## config.mk

```make
export PLATFORM = sky130hd
export DESIGN_NAME = vred_top
export DESIGN_NICKNAME = d
export VERILOG_FILES = /design/src/logic/vred_pkg.sv /design/src/logic/vred_unit.sv /design/src/logic/vred_ctrl.sv /design/src/logic/vred_axil_regs.sv /design/src/logic/vred_top.sv
export SDC_FILE = /design/constraint.sdc
export NUM_CORES = 2
export LEC_CHECK = 0
export BUFFER_PORTS_ARGS = -buffer_cell sky130_fd_sc_hd__buf_2
export CORE_AREA = 2 2 373 264
export DETAILED_ROUTE_END_ITERATION = 10
export DIE_AREA = 0 0 375 266
export PLACE_DENSITY = 0.72
export SYNTH_ARGS = -nofsm -noshare
export SYNTH_HDL_FRONTEND = slang
export SYNTH_SLANG_ARGS = --single-unit
```

## constraint.sdc

```tcl
create_clock -name clk_i -period 8 [get_ports clk_i]
set_input_delay 0.4 -clock clk_i [delete_from_list [all_inputs] [get_ports clk_i]]
set_output_delay 0.4 -clock clk_i [all_outputs]
set_load 0.005 [all_outputs]
```

## src/logic/vred_pkg.sv

```systemverilog
// Only the low 6 address bits select a register, so the map repeats every 64 bytes
package vred_pkg;

  ////////////////////////////////////////////////////////////
  // Data widths
  ////////////////////////////////////////////////////////////
  typedef logic [31:0]  word_t;    // AXI data word
  typedef logic [127:0] vec_t;     // Source vector of two 64-bit lanes
  typedef logic [63:0]  elem_t;    // Scalar and result
  typedef logic [1:0]   sew_t;     // Element width code
  typedef logic [1:0]   red_op_t;  // Reduction code
  typedef logic [5:0]   reg_off_t; // Decoded byte offset

  localparam sew_t SEW_8  = 2'd0;
  localparam sew_t SEW_16 = 2'd1;
  localparam sew_t SEW_32 = 2'd2;
  localparam sew_t SEW_64 = 2'd3;

  localparam red_op_t RED_SUM = 2'd0;
  localparam red_op_t RED_AND = 2'd1;
  localparam red_op_t RED_OR  = 2'd2;
  localparam red_op_t RED_XOR = 2'd3;

  localparam logic [1:0] AXI_OKAY = 2'b00;

  ////////////////////////////////////////////////////////////
  // Register map
  ////////////////////////////////////////////////////////////
  localparam reg_off_t OFF_CFG       = 6'h00;
  localparam reg_off_t OFF_SCALAR_LO = 6'h04;
  localparam reg_off_t OFF_SCALAR_HI = 6'h08;
  localparam reg_off_t OFF_VS2_0     = 6'h10;
  localparam reg_off_t OFF_VS2_1     = 6'h14;
  localparam reg_off_t OFF_VS2_2     = 6'h18;
  localparam reg_off_t OFF_VS2_3     = 6'h1C;
  localparam reg_off_t OFF_START     = 6'h20; // Write only
  localparam reg_off_t OFF_STATUS    = 6'h24; // Read only
  localparam reg_off_t OFF_RES_LO    = 6'h28;
  localparam reg_off_t OFF_RES_HI    = 6'h2C;

  typedef enum logic [1:0] {IDLE, ISSUE, CAPTURE} ctrl_state_e;

  // Keeps only the bits of one element
  function automatic elem_t sew_mask(sew_t sew);
    unique case (sew)
      SEW_8:   return 64'h0000_0000_0000_00FF;
      SEW_16:  return 64'h0000_0000_0000_FFFF;
      SEW_32:  return 64'h0000_0000_FFFF_FFFF;
      default: return 64'hFFFF_FFFF_FFFF_FFFF;
    endcase
  endfunction

  // One reduction step with carries above the element masked off later
  function automatic elem_t red_apply(red_op_t op, elem_t a, elem_t b);
    unique case (op)
      RED_SUM: return a + b;
      RED_AND: return a & b;
      RED_OR:  return a | b;
      default: return a ^ b;
    endcase
  endfunction

endpackage

```

## src/logic/vred_unit.sv

```systemverilog
// Fixed latency of one cycle with no stall; data_fu_i must already hold the combined element 0
module vred_unit import vred_pkg::*; (
  input  logic    clk_i,
  input  logic    rstn_i,
  input  red_op_t op_i,        // Reduction code
  input  sew_t    sew_i,       // Element width
  input  vec_t    data_fu_i,   // Combined element 0 in the low element
  input  vec_t    data_vs2_i,  // Source vector
  output elem_t   red_data_o   // Zero-extended reduction
);

  ////////////////////////////////////////////////////////////
  // Stage 0 merges element 0
  ////////////////////////////////////////////////////////////
  vec_t data_vs_0;

  always_comb begin
    unique case (sew_i)
      SEW_8:   data_vs_0 = {data_vs2_i[127:8], data_fu_i[7:0]};
      SEW_16:  data_vs_0 = {data_vs2_i[127:16], data_fu_i[15:0]};
      SEW_32:  data_vs_0 = {data_vs2_i[127:32], data_fu_i[31:0]};
      default: data_vs_0 = {data_vs2_i[127:64], data_fu_i[63:0]};
    endcase
  end

  ////////////////////////////////////////////////////////////
  // Stage 0 to stage 1 register
  ////////////////////////////////////////////////////////////
  red_op_t op_1;
  sew_t    sew_1;
  vec_t    data_vs_1;

  always_ff @(posedge clk_i or negedge rstn_i) begin
    if (!rstn_i) begin
      op_1  <= RED_SUM;
      sew_1 <= SEW_8;
    end else begin
      op_1  <= op_i;
      sew_1 <= sew_i;
    end
  end

  // Merged vector for stage 1
  always_ff @(posedge clk_i) begin
    data_vs_1 <= data_vs_0;
  end

  ////////////////////////////////////////////////////////////
  // Stage 1 pairwise fold
  ////////////////////////////////////////////////////////////
  elem_t lvl [16];  // Elements of the current tree level

  always_comb begin
    int unsigned n;
    n = 16 >> sew_1;  // Element count at this width
    lvl = '{default: '0};

    // Unpack elements zero-extended to 64 bits
    unique case (sew_1)
      SEW_8: begin
        for (int i = 0; i < 16; i++) lvl[i] = elem_t'(data_vs_1[i*8 +: 8]);
      end
      SEW_16: begin
        for (int i = 0; i < 8; i++) lvl[i] = elem_t'(data_vs_1[i*16 +: 16]);
      end
      SEW_32: begin
        for (int i = 0; i < 4; i++) lvl[i] = elem_t'(data_vs_1[i*32 +: 32]);
      end
      default: begin
        for (int i = 0; i < 2; i++) lvl[i] = data_vs_1[i*64 +: 64];
      end
    endcase

    // Four levels cover 16 elements and narrower trees idle in the upper levels
    for (int l = 0; l < 4; l++) begin
      for (int i = 0; i < 8; i++) begin
        if (i < n / 2) begin
          lvl[i] = red_apply(op_1, lvl[2*i], lvl[2*i+1]);
        end
      end
      if (n > 1) begin
        n = n / 2;
      end
    end
  end

  assign red_data_o = lvl[0] & sew_mask(sew_1);  // Truncate then zero-extend

endmodule

```

## src/logic/vred_ctrl.sv

```systemverilog
// Start pulses while busy are dropped; operands must stay stable only through the ISSUE cycle
module vred_ctrl import vred_pkg::*; (
  input  logic    clk_i,
  input  logic    rstn_i,
  input  logic    start_i,      // One-cycle launch request
  input  red_op_t op_i,
  input  sew_t    sew_i,
  input  elem_t   scalar_i,     // Start value
  input  vec_t    vec_i,        // Source vector
  input  elem_t   red_data_i,   // Unit output, valid in CAPTURE
  output red_op_t unit_op_o,
  output sew_t    unit_sew_o,
  output vec_t    unit_fu_o,
  output vec_t    unit_vs2_o,
  output logic    busy_o,
  output logic    done_o,
  output elem_t   result_o
);

  ctrl_state_e state_q, state_d;
  logic        issue;
  elem_t       mask;
  elem_t       elem0;     // Scalar folded with element 0
  logic        done_q;
  elem_t       result_q;

  ////////////////////////////////////////////////////////////
  // Sequencing
  ////////////////////////////////////////////////////////////
  always_comb begin
    state_d = state_q;
    unique case (state_q)
      IDLE:    if (start_i) state_d = ISSUE;
      ISSUE:   state_d = CAPTURE;  // Unit registers operands at this edge
      CAPTURE: state_d = IDLE;
      default: state_d = IDLE;
    endcase
  end

  always_ff @(posedge clk_i or negedge rstn_i) begin
    if (!rstn_i) begin
      state_q  <= IDLE;
      done_q   <= 1'b0;
      result_q <= '0;
    end else begin
      state_q <= state_d;
      if (state_q == IDLE && start_i) begin
        done_q <= 1'b0;                // Accepted start clears done
      end else if (state_q == CAPTURE) begin
        done_q   <= 1'b1;
        result_q <= red_data_i;
      end
    end
  end

  ////////////////////////////////////////////////////////////
  // Element 0 combine done by the functional unit
  ////////////////////////////////////////////////////////////
  assign issue = (state_q == ISSUE);
  assign mask  = sew_mask(sew_i);
  assign elem0 = red_apply(op_i, scalar_i & mask, vec_i[63:0] & mask) & mask;

  // Operands only toggle the unit during ISSUE
  assign unit_op_o  = issue ? op_i : RED_SUM;
  assign unit_sew_o = issue ? sew_i : SEW_8;
  assign unit_fu_o  = issue ? {64'h0, elem0} : '0;
  assign unit_vs2_o = issue ? vec_i : '0;

  assign busy_o   = (state_q != IDLE);
  assign done_o   = done_q;
  assign result_o = result_q;

endmodule

```

## src/logic/vred_axil_regs.sv

```systemverilog
// Every write is a full word with no strobes, responses are always OKAY and unmapped reads give zero
module vred_axil_regs import vred_pkg::*; #(
  parameter int ADDR_W = 8  // 6 or more
) (
  input  logic              clk_i,
  input  logic              rstn_i,
  // AXI4-Lite slave
  input  logic [ADDR_W-1:0] awaddr_i,
  input  logic              awvalid_i,
  output logic              awready_o,
  input  word_t             wdata_i,
  input  logic              wvalid_i,
  output logic              wready_o,
  output logic              bvalid_o,
  output logic [1:0]        bresp_o,
  input  logic              bready_i,
  input  logic [ADDR_W-1:0] araddr_i,
  input  logic              arvalid_i,
  output logic              arready_o,
  output logic              rvalid_o,
  output word_t             rdata_o,
  output logic [1:0]        rresp_o,
  input  logic              rready_i,
  // Controller side
  output red_op_t           op_o,
  output sew_t              sew_o,
  output elem_t             scalar_o,
  output vec_t              vec_o,
  output logic              start_o,
  input  logic              busy_i,
  input  logic              done_i,
  input  elem_t             result_i
);

  logic     wr_ready_q;   // Shared by AW and W
  logic     bvalid_q;
  logic     arready_q;
  logic     rvalid_q;
  logic     rvalid_d;
  word_t    rdata_q;
  word_t    rd_word;
  logic     wr_en;
  logic     rd_en;
  reg_off_t waddr;
  reg_off_t raddr;

  red_op_t  op_q;
  sew_t     sew_q;
  elem_t    scalar_q;
  vec_t     vec_q;

  assign waddr = awaddr_i[5:0];
  assign raddr = araddr_i[5:0];
  assign wr_en = wr_ready_q & awvalid_i & wvalid_i;
  assign rd_en = arready_q & arvalid_i;

  ////////////////////////////////////////////////////////////
  // Write channel
  ////////////////////////////////////////////////////////////
  always_ff @(posedge clk_i or negedge rstn_i) begin
    if (!rstn_i) begin
      wr_ready_q <= 1'b0;
      bvalid_q   <= 1'b0;
    end else begin
      // One-cycle ready once address and data are both present
      wr_ready_q <= awvalid_i & wvalid_i & ~bvalid_q & ~wr_ready_q;
      if (wr_en) begin
        bvalid_q <= 1'b1;
      end else if (bready_i) begin
        bvalid_q <= 1'b0;
      end
    end
  end

  always_ff @(posedge clk_i or negedge rstn_i) begin
    if (!rstn_i) begin
      op_q     <= RED_SUM;
      sew_q    <= SEW_8;
      scalar_q <= '0;
      vec_q    <= '0;
    end else if (wr_en) begin
      unique case (waddr)
        OFF_CFG: begin
          op_q  <= wdata_i[1:0];
          sew_q <= wdata_i[3:2];
        end
        OFF_SCALAR_LO: scalar_q[31:0]  <= wdata_i;
        OFF_SCALAR_HI: scalar_q[63:32] <= wdata_i;
        OFF_VS2_0:     vec_q[31:0]     <= wdata_i;
        OFF_VS2_1:     vec_q[63:32]    <= wdata_i;
        OFF_VS2_2:     vec_q[95:64]    <= wdata_i;
        OFF_VS2_3:     vec_q[127:96]   <= wdata_i;
        default: ;                       // START and read-only offsets
      endcase
    end
  end

  assign start_o = wr_en && (waddr == OFF_START);  // Same cycle as the handshake

  ////////////////////////////////////////////////////////////
  // Read channel
  ////////////////////////////////////////////////////////////
  always_comb begin
    unique case (raddr)
      OFF_CFG:       rd_word = {28'h0, sew_q, op_q};
      OFF_SCALAR_LO: rd_word = scalar_q[31:0];
      OFF_SCALAR_HI: rd_word = scalar_q[63:32];
      OFF_VS2_0:     rd_word = vec_q[31:0];
      OFF_VS2_1:     rd_word = vec_q[63:32];
      OFF_VS2_2:     rd_word = vec_q[95:64];
      OFF_VS2_3:     rd_word = vec_q[127:96];
      OFF_STATUS:    rd_word = {30'h0, done_i, busy_i};
      OFF_RES_LO:    rd_word = result_i[31:0];
      OFF_RES_HI:    rd_word = result_i[63:32];
      default:       rd_word = '0;
    endcase
  end

  always_comb begin
    rvalid_d = rvalid_q;
    if (rd_en) begin
      rvalid_d = 1'b1;
    end else if (rvalid_q && rready_i) begin
      rvalid_d = 1'b0;
    end
  end

  always_ff @(posedge clk_i or negedge rstn_i) begin
    if (!rstn_i) begin
      arready_q <= 1'b0;
      rvalid_q  <= 1'b0;
      rdata_q   <= '0;
    end else begin
      arready_q <= ~rvalid_d;  // Open again once the response is taken
      rvalid_q  <= rvalid_d;
      if (rd_en) begin
        rdata_q <= rd_word;    // Held until rready
      end
    end
  end

  assign awready_o = wr_ready_q;
  assign wready_o  = wr_ready_q;
  assign bvalid_o  = bvalid_q;
  assign bresp_o   = AXI_OKAY;
  assign arready_o = arready_q;
  assign rvalid_o  = rvalid_q;
  assign rdata_o   = rdata_q;
  assign rresp_o   = AXI_OKAY;

  assign op_o     = op_q;
  assign sew_o    = sew_q;
  assign scalar_o = scalar_q;
  assign vec_o    = vec_q;

endmodule

```

## src/logic/vred_top.sv

```systemverilog
// One AXI4-Lite host and one reduction in flight; done is seen 3 cycles after the START write
module vred_top import vred_pkg::*; #(
  parameter int ADDR_W = 8  // 6 or more
) (
  input  logic              clk_i,
  input  logic              rstn_i,
  input  logic [ADDR_W-1:0] awaddr_i,
  input  logic              awvalid_i,
  output logic              awready_o,
  input  word_t             wdata_i,
  input  logic              wvalid_i,
  output logic              wready_o,
  output logic              bvalid_o,
  output logic [1:0]        bresp_o,
  input  logic              bready_i,
  input  logic [ADDR_W-1:0] araddr_i,
  input  logic              arvalid_i,
  output logic              arready_o,
  output logic              rvalid_o,
  output word_t             rdata_o,
  output logic [1:0]        rresp_o,
  input  logic              rready_i
);

  // Register file to controller
  red_op_t cfg_op;
  sew_t    cfg_sew;
  elem_t   cfg_scalar;
  vec_t    cfg_vec;
  logic    start;
  logic    busy;
  logic    done;
  elem_t   result;

  // Controller to reduction unit
  red_op_t unit_op;
  sew_t    unit_sew;
  vec_t    unit_fu;
  vec_t    unit_vs2;
  elem_t   red_data;

  vred_axil_regs #(
    .ADDR_W (ADDR_W)
  ) vred_axil_regs_inst (
    .clk_i     (clk_i),
    .rstn_i    (rstn_i),
    .awaddr_i  (awaddr_i),
    .awvalid_i (awvalid_i),
    .awready_o (awready_o),
    .wdata_i   (wdata_i),
    .wvalid_i  (wvalid_i),
    .wready_o  (wready_o),
    .bvalid_o  (bvalid_o),
    .bresp_o   (bresp_o),
    .bready_i  (bready_i),
    .araddr_i  (araddr_i),
    .arvalid_i (arvalid_i),
    .arready_o (arready_o),
    .rvalid_o  (rvalid_o),
    .rdata_o   (rdata_o),
    .rresp_o   (rresp_o),
    .rready_i  (rready_i),
    .op_o      (cfg_op),
    .sew_o     (cfg_sew),
    .scalar_o  (cfg_scalar),
    .vec_o     (cfg_vec),
    .start_o   (start),
    .busy_i    (busy),
    .done_i    (done),
    .result_i  (result)
  );

  vred_ctrl vred_ctrl_inst (
    .clk_i      (clk_i),
    .rstn_i     (rstn_i),
    .start_i    (start),
    .op_i       (cfg_op),
    .sew_i      (cfg_sew),
    .scalar_i   (cfg_scalar),
    .vec_i      (cfg_vec),
    .red_data_i (red_data),
    .unit_op_o  (unit_op),
    .unit_sew_o (unit_sew),
    .unit_fu_o  (unit_fu),
    .unit_vs2_o (unit_vs2),
    .busy_o     (busy),
    .done_o     (done),
    .result_o   (result)
  );

  vred_unit vred_unit_inst (
    .clk_i      (clk_i),
    .rstn_i     (rstn_i),
    .op_i       (unit_op),
    .sew_i      (unit_sew),
    .data_fu_i  (unit_fu),
    .data_vs2_i (unit_vs2),
    .red_data_o (red_data)
  );

endmodule

```

---- Word-level counts from Yosys, hierarchy flattened ----
Cells that the tools add are included.
storage, ports and cells
  bits in registers ....................... 431
  latch bits .............................. 0
  RAM bits ................................ 0
  memory bits (read-only) ................. 0
  bits of input ports ..................... 55
  output and inout bits ................... 41
  logic and storage cells ................. 221
  memories ................................ 0
operators by class
  add/subtract/negate cells ............... 16
  multipliers ............................. 0
  div/mod/pow operators ................... 0
  $lt $le $gt $ge ......................... 18
  equality and inequality tests ........... 29
  shift operators ......................... 1
  multiplexer cells ....................... 54
  bitwise operators ....................... 62
  reduce and logical (&&, ||, !) cells .... 22
operators with widths
  cell                   number
  $pmux W64 S3           19
  $and A64 B64 Y64       17
  $mux W64               16
  $add A64 B64 Y64       13
  $or A64 B64 Y64        13
  $xor A64 B64 Y64       13
  $mux W456              1
  $pmux W208 S2          1
  $pmux W128 S3          1
  $pmux W32 S10          1
  $pmux W96 S3           1
  $lt A1 B31 Y1 const A  7
  $mux W128              1
  $lt A2 B31 Y1 const A  4
  $lt A3 B31 Y1 const A  4
  $gt A32 B1 Y1 const B  3
  $mux W32               3
  $add A16 B64 Y64       1
  $add A32 B64 Y64       1
  $add A8 B64 Y64        1
  $and A16 B64 Y64       1
  $and A32 B64 Y64       1
  $and A8 B64 Y64        1
  $or A16 B64 Y64        1
  23 further kinds       77

---- Depth between registers and ports, before layout ----
  depth in word-level cells ............... 15
  mapped depth ............................ 45
  mapped depth without buffers ............ 42

---- Hierarchy ----
Synthesis repeated with hierarchy kept, for this count alone.
unflattened totals
  cell total of the unflattened synthesis .. 7157
  area total of the unflattened synthesis .. 54348.4 µm²
modules (own cells, without submodules)
  module          instances  cells each  area an instance (µm²)  seq. area each (µm²)
  vred_unit       1          4795        32451.1                 2662.6
  vred_ctrl       1          1559        11269.6                 1676.6
  vred_axil_regs  1          803         10627.7                 5805.6

---- Worst setup path before layout ----
Ideal clock, no wire load.
  kind .................................... register to register
  start point ............................. reg vred_unit_inst.sew_1[0]
  end point ............................... reg vred_ctrl_inst.result_q[15] (netlist: vred_ctrl_inst.result_o[15])
  library setup time ...................... 65 ps
  arrival time ............................ 8363 ps
  required time ........................... 7935 ps
  slack ................................... -428 ps
  stages on the path, launching flop included .. 39
  path buffers ............................ 4
  clock period less this slack ............ 8428 ps
  path through ............................ dfrtp_1 > clkbuf_1 > clkbuf_1 > clkbuf_1 > buf_1 > mux2i_1 > o21ai_0 > ha_1 > fa_1 > a21oi_1 > o21ai_1 > a2111oi_2 > nor2_1 > nor3_1 > nor2_1 > mux4_2 > mux2i_1 > inv_1 > [3 not listed] > a21o_1 > a21o_1 > a21oi_1 > xnor2_1 > mux4_2 > mux2i_1 > inv_1 > ha_1 > a21o_1 > a211o_1 > o21a_1 > and2_1 > o21ai_0 > nand2b_1 > xnor2_1 > mux4_2 > o211ai_1 > o21a_1
between the ends
  cells in the longest elaborated chain, start to end .. 15
  elaborated cells on any way between the ends .. 121
  classes of those cells .................. add/sub: 15; order compare: 18; eq/ne: 2; shift: 1; mux: 38; bitwise: 46; reduce/logical: 1
ends and longest elaborated chain
  what                                            RTL line                         source
  start, declared                                 vred_unit.sv:30                  sew_t sew_1;
  start signal, assigned                          vred_unit.sv:39                  sew_1 <= sew_i;
  $eq A2 B2 Y1, or another cell as far along      vred_pkg.sv:45, vred_unit.sv:59
  $pmux W128 S3, or another cell as far along     vred_unit.sv:59                  unique case (sew_1)
  $add A64 B64 Y64, or another cell as far along  vred_pkg.sv:56                   RED_SUM: return a + b;
  $pmux W64 S3 (on tied branches)                 --
  $mux W64                                        vred_unit.sv:77                  if (i < n / 2) begin
  $add A64 B64 Y64, or another cell as far along  vred_pkg.sv:56
  $pmux W64 S3                                    vred_pkg.sv:55                   unique case (op)
  $mux W64                                        vred_unit.sv:77
  $add A64 B64 Y64, or another cell as far along  vred_pkg.sv:56
  $pmux W64 S3                                    vred_pkg.sv:55
  $mux W64                                        vred_unit.sv:77
  $add A64 B64 Y64, or another cell as far along  vred_pkg.sv:56
  $pmux W64 S3                                    vred_pkg.sv:55
  $mux W64                                        vred_unit.sv:77
  $and A64 B64 Y64 (*)                            vred_unit.sv:87                  assign red_data_o = lvl[0] & sew_mask(sew_1);
  end signal, assigned                            vred_ctrl.sv:51                  result_q <= red_data_i;
  end, declared                                   vred_ctrl.sv:25                  elem_t result_q;
Mark *: on every way between the ends. The rest lies on a longest branch, timed or not.
A chain may end at the register's enable or synchronous reset.

---- Worst setup path in the final report ----
  start point ............................. reg vred_unit_inst.sew_1[0]
  end point ............................... reg vred_ctrl_inst.result_q[6] (netlist: vred_ctrl_inst.result_o[6])
between the ends
  cells in the longest elaborated chain, start to end .. 15
  elaborated cells on any way between the ends .. 120
  classes of those cells .................. add/sub: 15; order compare: 18; eq/ne: 2; shift: 1; mux: 37; bitwise: 46; reduce/logical: 1
ends and longest elaborated chain
  what                                            RTL line
  $eq A2 B2 Y1, or another cell as far along      vred_unit.sv:59
  $pmux W128 S3, or another cell as far along     vred_unit.sv:59
  $add A64 B64 Y64, or another cell as far along  vred_pkg.sv:56
  $pmux W64 S3 (on tied branches)                 --
  $mux W64                                        vred_unit.sv:77
  $add A64 B64 Y64, or another cell as far along  vred_pkg.sv:56
  $pmux W64 S3                                    vred_pkg.sv:55
  $mux W64                                        vred_unit.sv:77
  $add A64 B64 Y64, or another cell as far along  vred_pkg.sv:56
  $pmux W64 S3                                    vred_pkg.sv:55
  $mux W64                                        vred_unit.sv:77
  $add A64 B64 Y64, or another cell as far along  vred_pkg.sv:56
  $pmux W64 S3                                    vred_pkg.sv:55
  $mux W64 (*)                                    vred_unit.sv:77
  $and A64 B64 Y64 (*)                            vred_unit.sv:87
Marks and branches as above.

==> results.json <==
{
  "status": "finished clean",
  "cts_buffers": 42,
  "cp-end-kind": "flop",
  "ys_warn_count": 0,
  "yosysSeqAreaShare": 0.197,
  "switching_share": 0.252,
  "synth_xor_area_frac": 0.0252,
  "synth_area_leaders": "ha_1 (16%), dfrtp_1 (15%), nand2_1 (6.7%)",
  "syn_area_per_cell_um2": 7.52,
  "synth-main-ff-cell": "dfrtp_1",
  "start_util": 0.533,
  "coreArea_um2": 96700,
  "grt.total_usage": 0.434,
  "place_ws_ns": -0.339,
  "p_int_mw": 3.58,
  "syn2layout_area_growth_pct": 11.4,
  "grt_pass1_vias": 47900,
  "yosys.area_share.simple": 0.159,
  "hp-class": "in2reg",
  "relSlewSlack": 0.150,
  "avgRoutedWirePerCell_um": 27.3,
  "cp.required_ns": 8.49,
  "hpwlAfterDp_um": 170000,
  "p_leak_nw": 29.7,
  "clockBufferDepth": 3,
  "nNetsFinal": 7585,
  "arrival_ns": 8.28,
  "portBuffers": 87,
  "post_drt_via_cell_ratio": 6.50,
  "netlist_instances": 6853,
  "crit_slowest_cell": "dfrtp_4",
  "cts_tree": "done",
  "vdd_drop_max_mv": 0.163,
  "tightest_slew_ns": 1.26,
  "syn_area_um2": 51500,
  "report.final.setup_viol": 0,
  "ys_ff_latch": 431,
  "ant_nets": 0,
  "start_kind": "flop",
  "gp_congestion": 1.09,
  "pin_count": 96,
  "synth_top_family_by_area": "compound AO/OA/AOI/OAI gates",
  "first_iter_violations": 7445,
  "muxShareOfSynthArea": 0.104,
  "clk_pin_slew_ns": 0.08,
  "dieWidth_um": 375,
  "synth_top_area_frac": 0.155,
  "synth_top_cell_by_area": "ha_1",
  "post-route-period-util": 0.974,
  "pwr-share-seq": 0.465,
  "clock-sinks": 431,
  "grt_pass1_wl_um": 324000,
  "dp.cells": 8075,
  "root_buffer": "clkbuf_16",
  "worst-setup-path-type": "reg2reg",
  "critPathMaxFanout": 19,
  "pwr-share-comb": 0.053,
  "max_clock_freq_ghz": 0.128,
  "ys_types": 100,
  "critPathMaxStageDelay_ns": 0.58,
  "synth_compound_area_frac": 0.248,
  "layout-drive-gt1-share": 0.161,
  "rows": 96,
  "p_sw_mw": 1.20,
  "nFillCells": 8932,
  "synth_edf_count": 0,
  "yosys.area_share.adder": 0.162,
  "clock_power_share": 0.482,
  "dr.pass1.iters": 6,
  "drcViolationCount": 0,
  "htree_levels": 2,
  "setup_slack_ns": 0.211,
  "drv_slew": 0,
  "synthArstFlopShare": 0.703,
  "powerDensity_nw_per_um2": 83.5,
  "wl_um": 224000,
  "grt_max_degree": 130,
  "route.vias.total": 53300,
  "cap_viol_max_count": 0,
  "ff_latch_area_um2": 10200,
  "multi_input_area_um2": 36600,
  "rsz0062_at_grt": "true",
  "clk_latency_ns": 0.62,
  "finalNonFillerCells": 8191,
  "dieHeight_um": 266,
  "grt-ovfl-total": 0,
  "finalHoldViolations": 0,
  "antenna_found_initial": 6,
  "die_area_um2": 99800,
  "clock_skew_ns": 0.0402,
  "period_minus_slack_ns": 7.79
}
[placed cells by master (no fill, tap or decap), types with 51 or more instances in the layout]
master    netlist  layout
a21oi_1       511     483
mux2i_1        94      88
ha_1          640     625
and3_1        121     119
nor2_1        353     336
a221oi_1       65      63
o21a_1         67      67
buf_2          19      86
buf_4           5     424
and2_1        103     101
a21o_1        200     200
o21ai_0       465     431
mux2_2        202     202
a31oi_1        79      77
dfrtp_1       303     296
nor3_1         63      57
nand2_1       918     912
inv_1         850     846
nand2b_1       65      64
dfxtp_1       128     128
xnor2_1       113     113
a211oi_1       59      53
mux4_2         95      95
a22o_1         52      51
a22oi_1        91      85
nand3_1        60      58
[registers in the layout (all words and copies together) (netlist names)]
register,flops
vred_ctrl_inst.state_q,2
vred_axil_regs_inst.bvalid_o,1
vred_unit_inst.data_vs_1,128
vred_axil_regs_inst.arready_o,1
vred_axil_regs_inst.sew_o,2
vred_unit_inst.sew_1,2
vred_axil_regs_inst.op_o,2
vred_axil_regs_inst.vec_o,128
vred_axil_regs_inst.rvalid_o,1
vred_ctrl_inst.done_o,1
vred_ctrl_inst.result_o,64
vred_unit_inst.op_1,2
vred_axil_regs_inst.awready_o,1
vred_axil_regs_inst.scalar_o,64
vred_axil_regs_inst.rdata_o,32
[power by group through the flow]
stage,sequential (mW),clock (mW),combinational [mW]
floorplan,2.25,0,0.127
global route,2.23,2.40,0.274
global placement,2.27,0,0.240
finish,2.23,2.31,0.254
CTS,2.23,2.31,0.247
detailed placement,2.27,0,0.244
[cells in the mapped netlist, types with 35 or more instances]
cell type and instances:
xnor2_1 113, ha_1 640, and3_1 121, o21a_1 67, nand3_1 60, and2_1 103
nand2_1 918, a22o_1 52, a21o_1 200, o21bai_1 37, a211oi_1 59, nor2_1 353
a221oi_1 65, nor3_1 63, a31oi_1 79, mux2_2 202, mux2i_1 94, mux4_2 95
inv_1 850, dfrtp_1 303, clkbuf_1 433, o21ai_0 465, a22oi_1 91, nor2b_1 41
dfxtp_1 128, a21oi_1 511, o211ai_1 48, xor2_1 35, buf_1 105, nand2b_1 65
[area by class of cell]
type,instances,area share
diodes,9,0.000393
well taps,1274,0.0278
repair buffers,541,0.0722
flip-flops and latches,431,0.177
clock buffers,59,0.0220
clock inverters,19,0.00528
inverters,856,0.0564
multi-input cells,5002,0.639
[routing by layer]
| layer | vias up | global-route usage | share of wire |
|---|---|---|---|
| li1 | 23600 | - | - |
| met5 | - | 0 | 0.00046 |
| met4 | 10 | 0.173 | 0.051 |
| met3 | 535 | 0.129 | 0.14 |
| met2 | 3484 | 0.589 | 0.38 |
| met1 | 25600 | 0.634 | 0.42 |
[critical path: cells and delay by family (launching register included)]
family,cells,cell delay [ns]
AO/OA/AOI/OAI,12,2.44
adder cells (fa/ha/maj),5,1.70
buffers and inverters,6,0.96
multiplexers,2,0.95
AND/OR/NAND/NOR,8,0.89
flip-flops,1,0.58
XOR/XNOR,1,0.10
[repair_timing]
action | 4_1_cts | 5_1_grt
buffers inserted | 0 | 24
gates resized for setup | 8 | 156
pin swaps | 0 | 43
endpoints found under the hold margin | 70 | 0
cloned | 0 | 2
endpoints found under the setup margin | 5 | 14
hold buffers | 3 | 0
[metrics by stage]
| step | hold WS (ns) | instance area (um2) | power [mW] | setup TNS, ns | util |
|---|---|---|---|---|---|
| after floorplan | 0.104 | 51500 | 2.38 | 0 | - |
| after global placement | 0.402 | 55000 | 2.51 | -0.379 | 0.568 |
| after detailed placement | 0.406 | 55000 | 2.52 | -0.848 | 0.568 |
| after CTS | 0.0119 | 56600 | 4.79 | 0 | 0.585 |
| after global routing | 0.0362 | 57300 | 4.91 | -0.320 | 0.593 |
| final | 0.0259 | 57400 | 4.79 | 0 | 0.593 |
[logic make-up after synthesis]
logic type	count (synthesis)
muxes	391
AOI/OAI and AO/OA	1971
and+or+nand+nor	1832
other	1
buffers and inverters	1423
adders and majority gates	656
DFF	431
xor gates and xnor gates	148
[worst paths after layout]
| kind | startpoint | to | slack, ns | cells past startpoint |
|---|---|---|---|---|
| setup / recovery | vred_unit_inst.sew_1[0] | vred_ctrl_inst.result_o[6] | 0.21 | 34 |
| hold / removal | awvalid_i | vred_axil_regs_inst.awready_o | 0.03 | 3 |
| setup reg to reg | vred_unit_inst.sew_1[0] | vred_ctrl_inst.result_o[6] | 0.21 | 34 |
| hold reg to reg | vred_axil_regs_inst.bvalid_o | vred_axil_regs_inst.awready_o | 0.46 | 1 |
| max in group asynchronous | rstn_i | vred_axil_regs_inst.op_o[1] | 6.27 | 3 |
| min in group asynchronous | rstn_i | vred_axil_regs_inst.vec_o[90] | 0.36 | 2 |
Note: power is estimated with default switching activity, not from simulation.
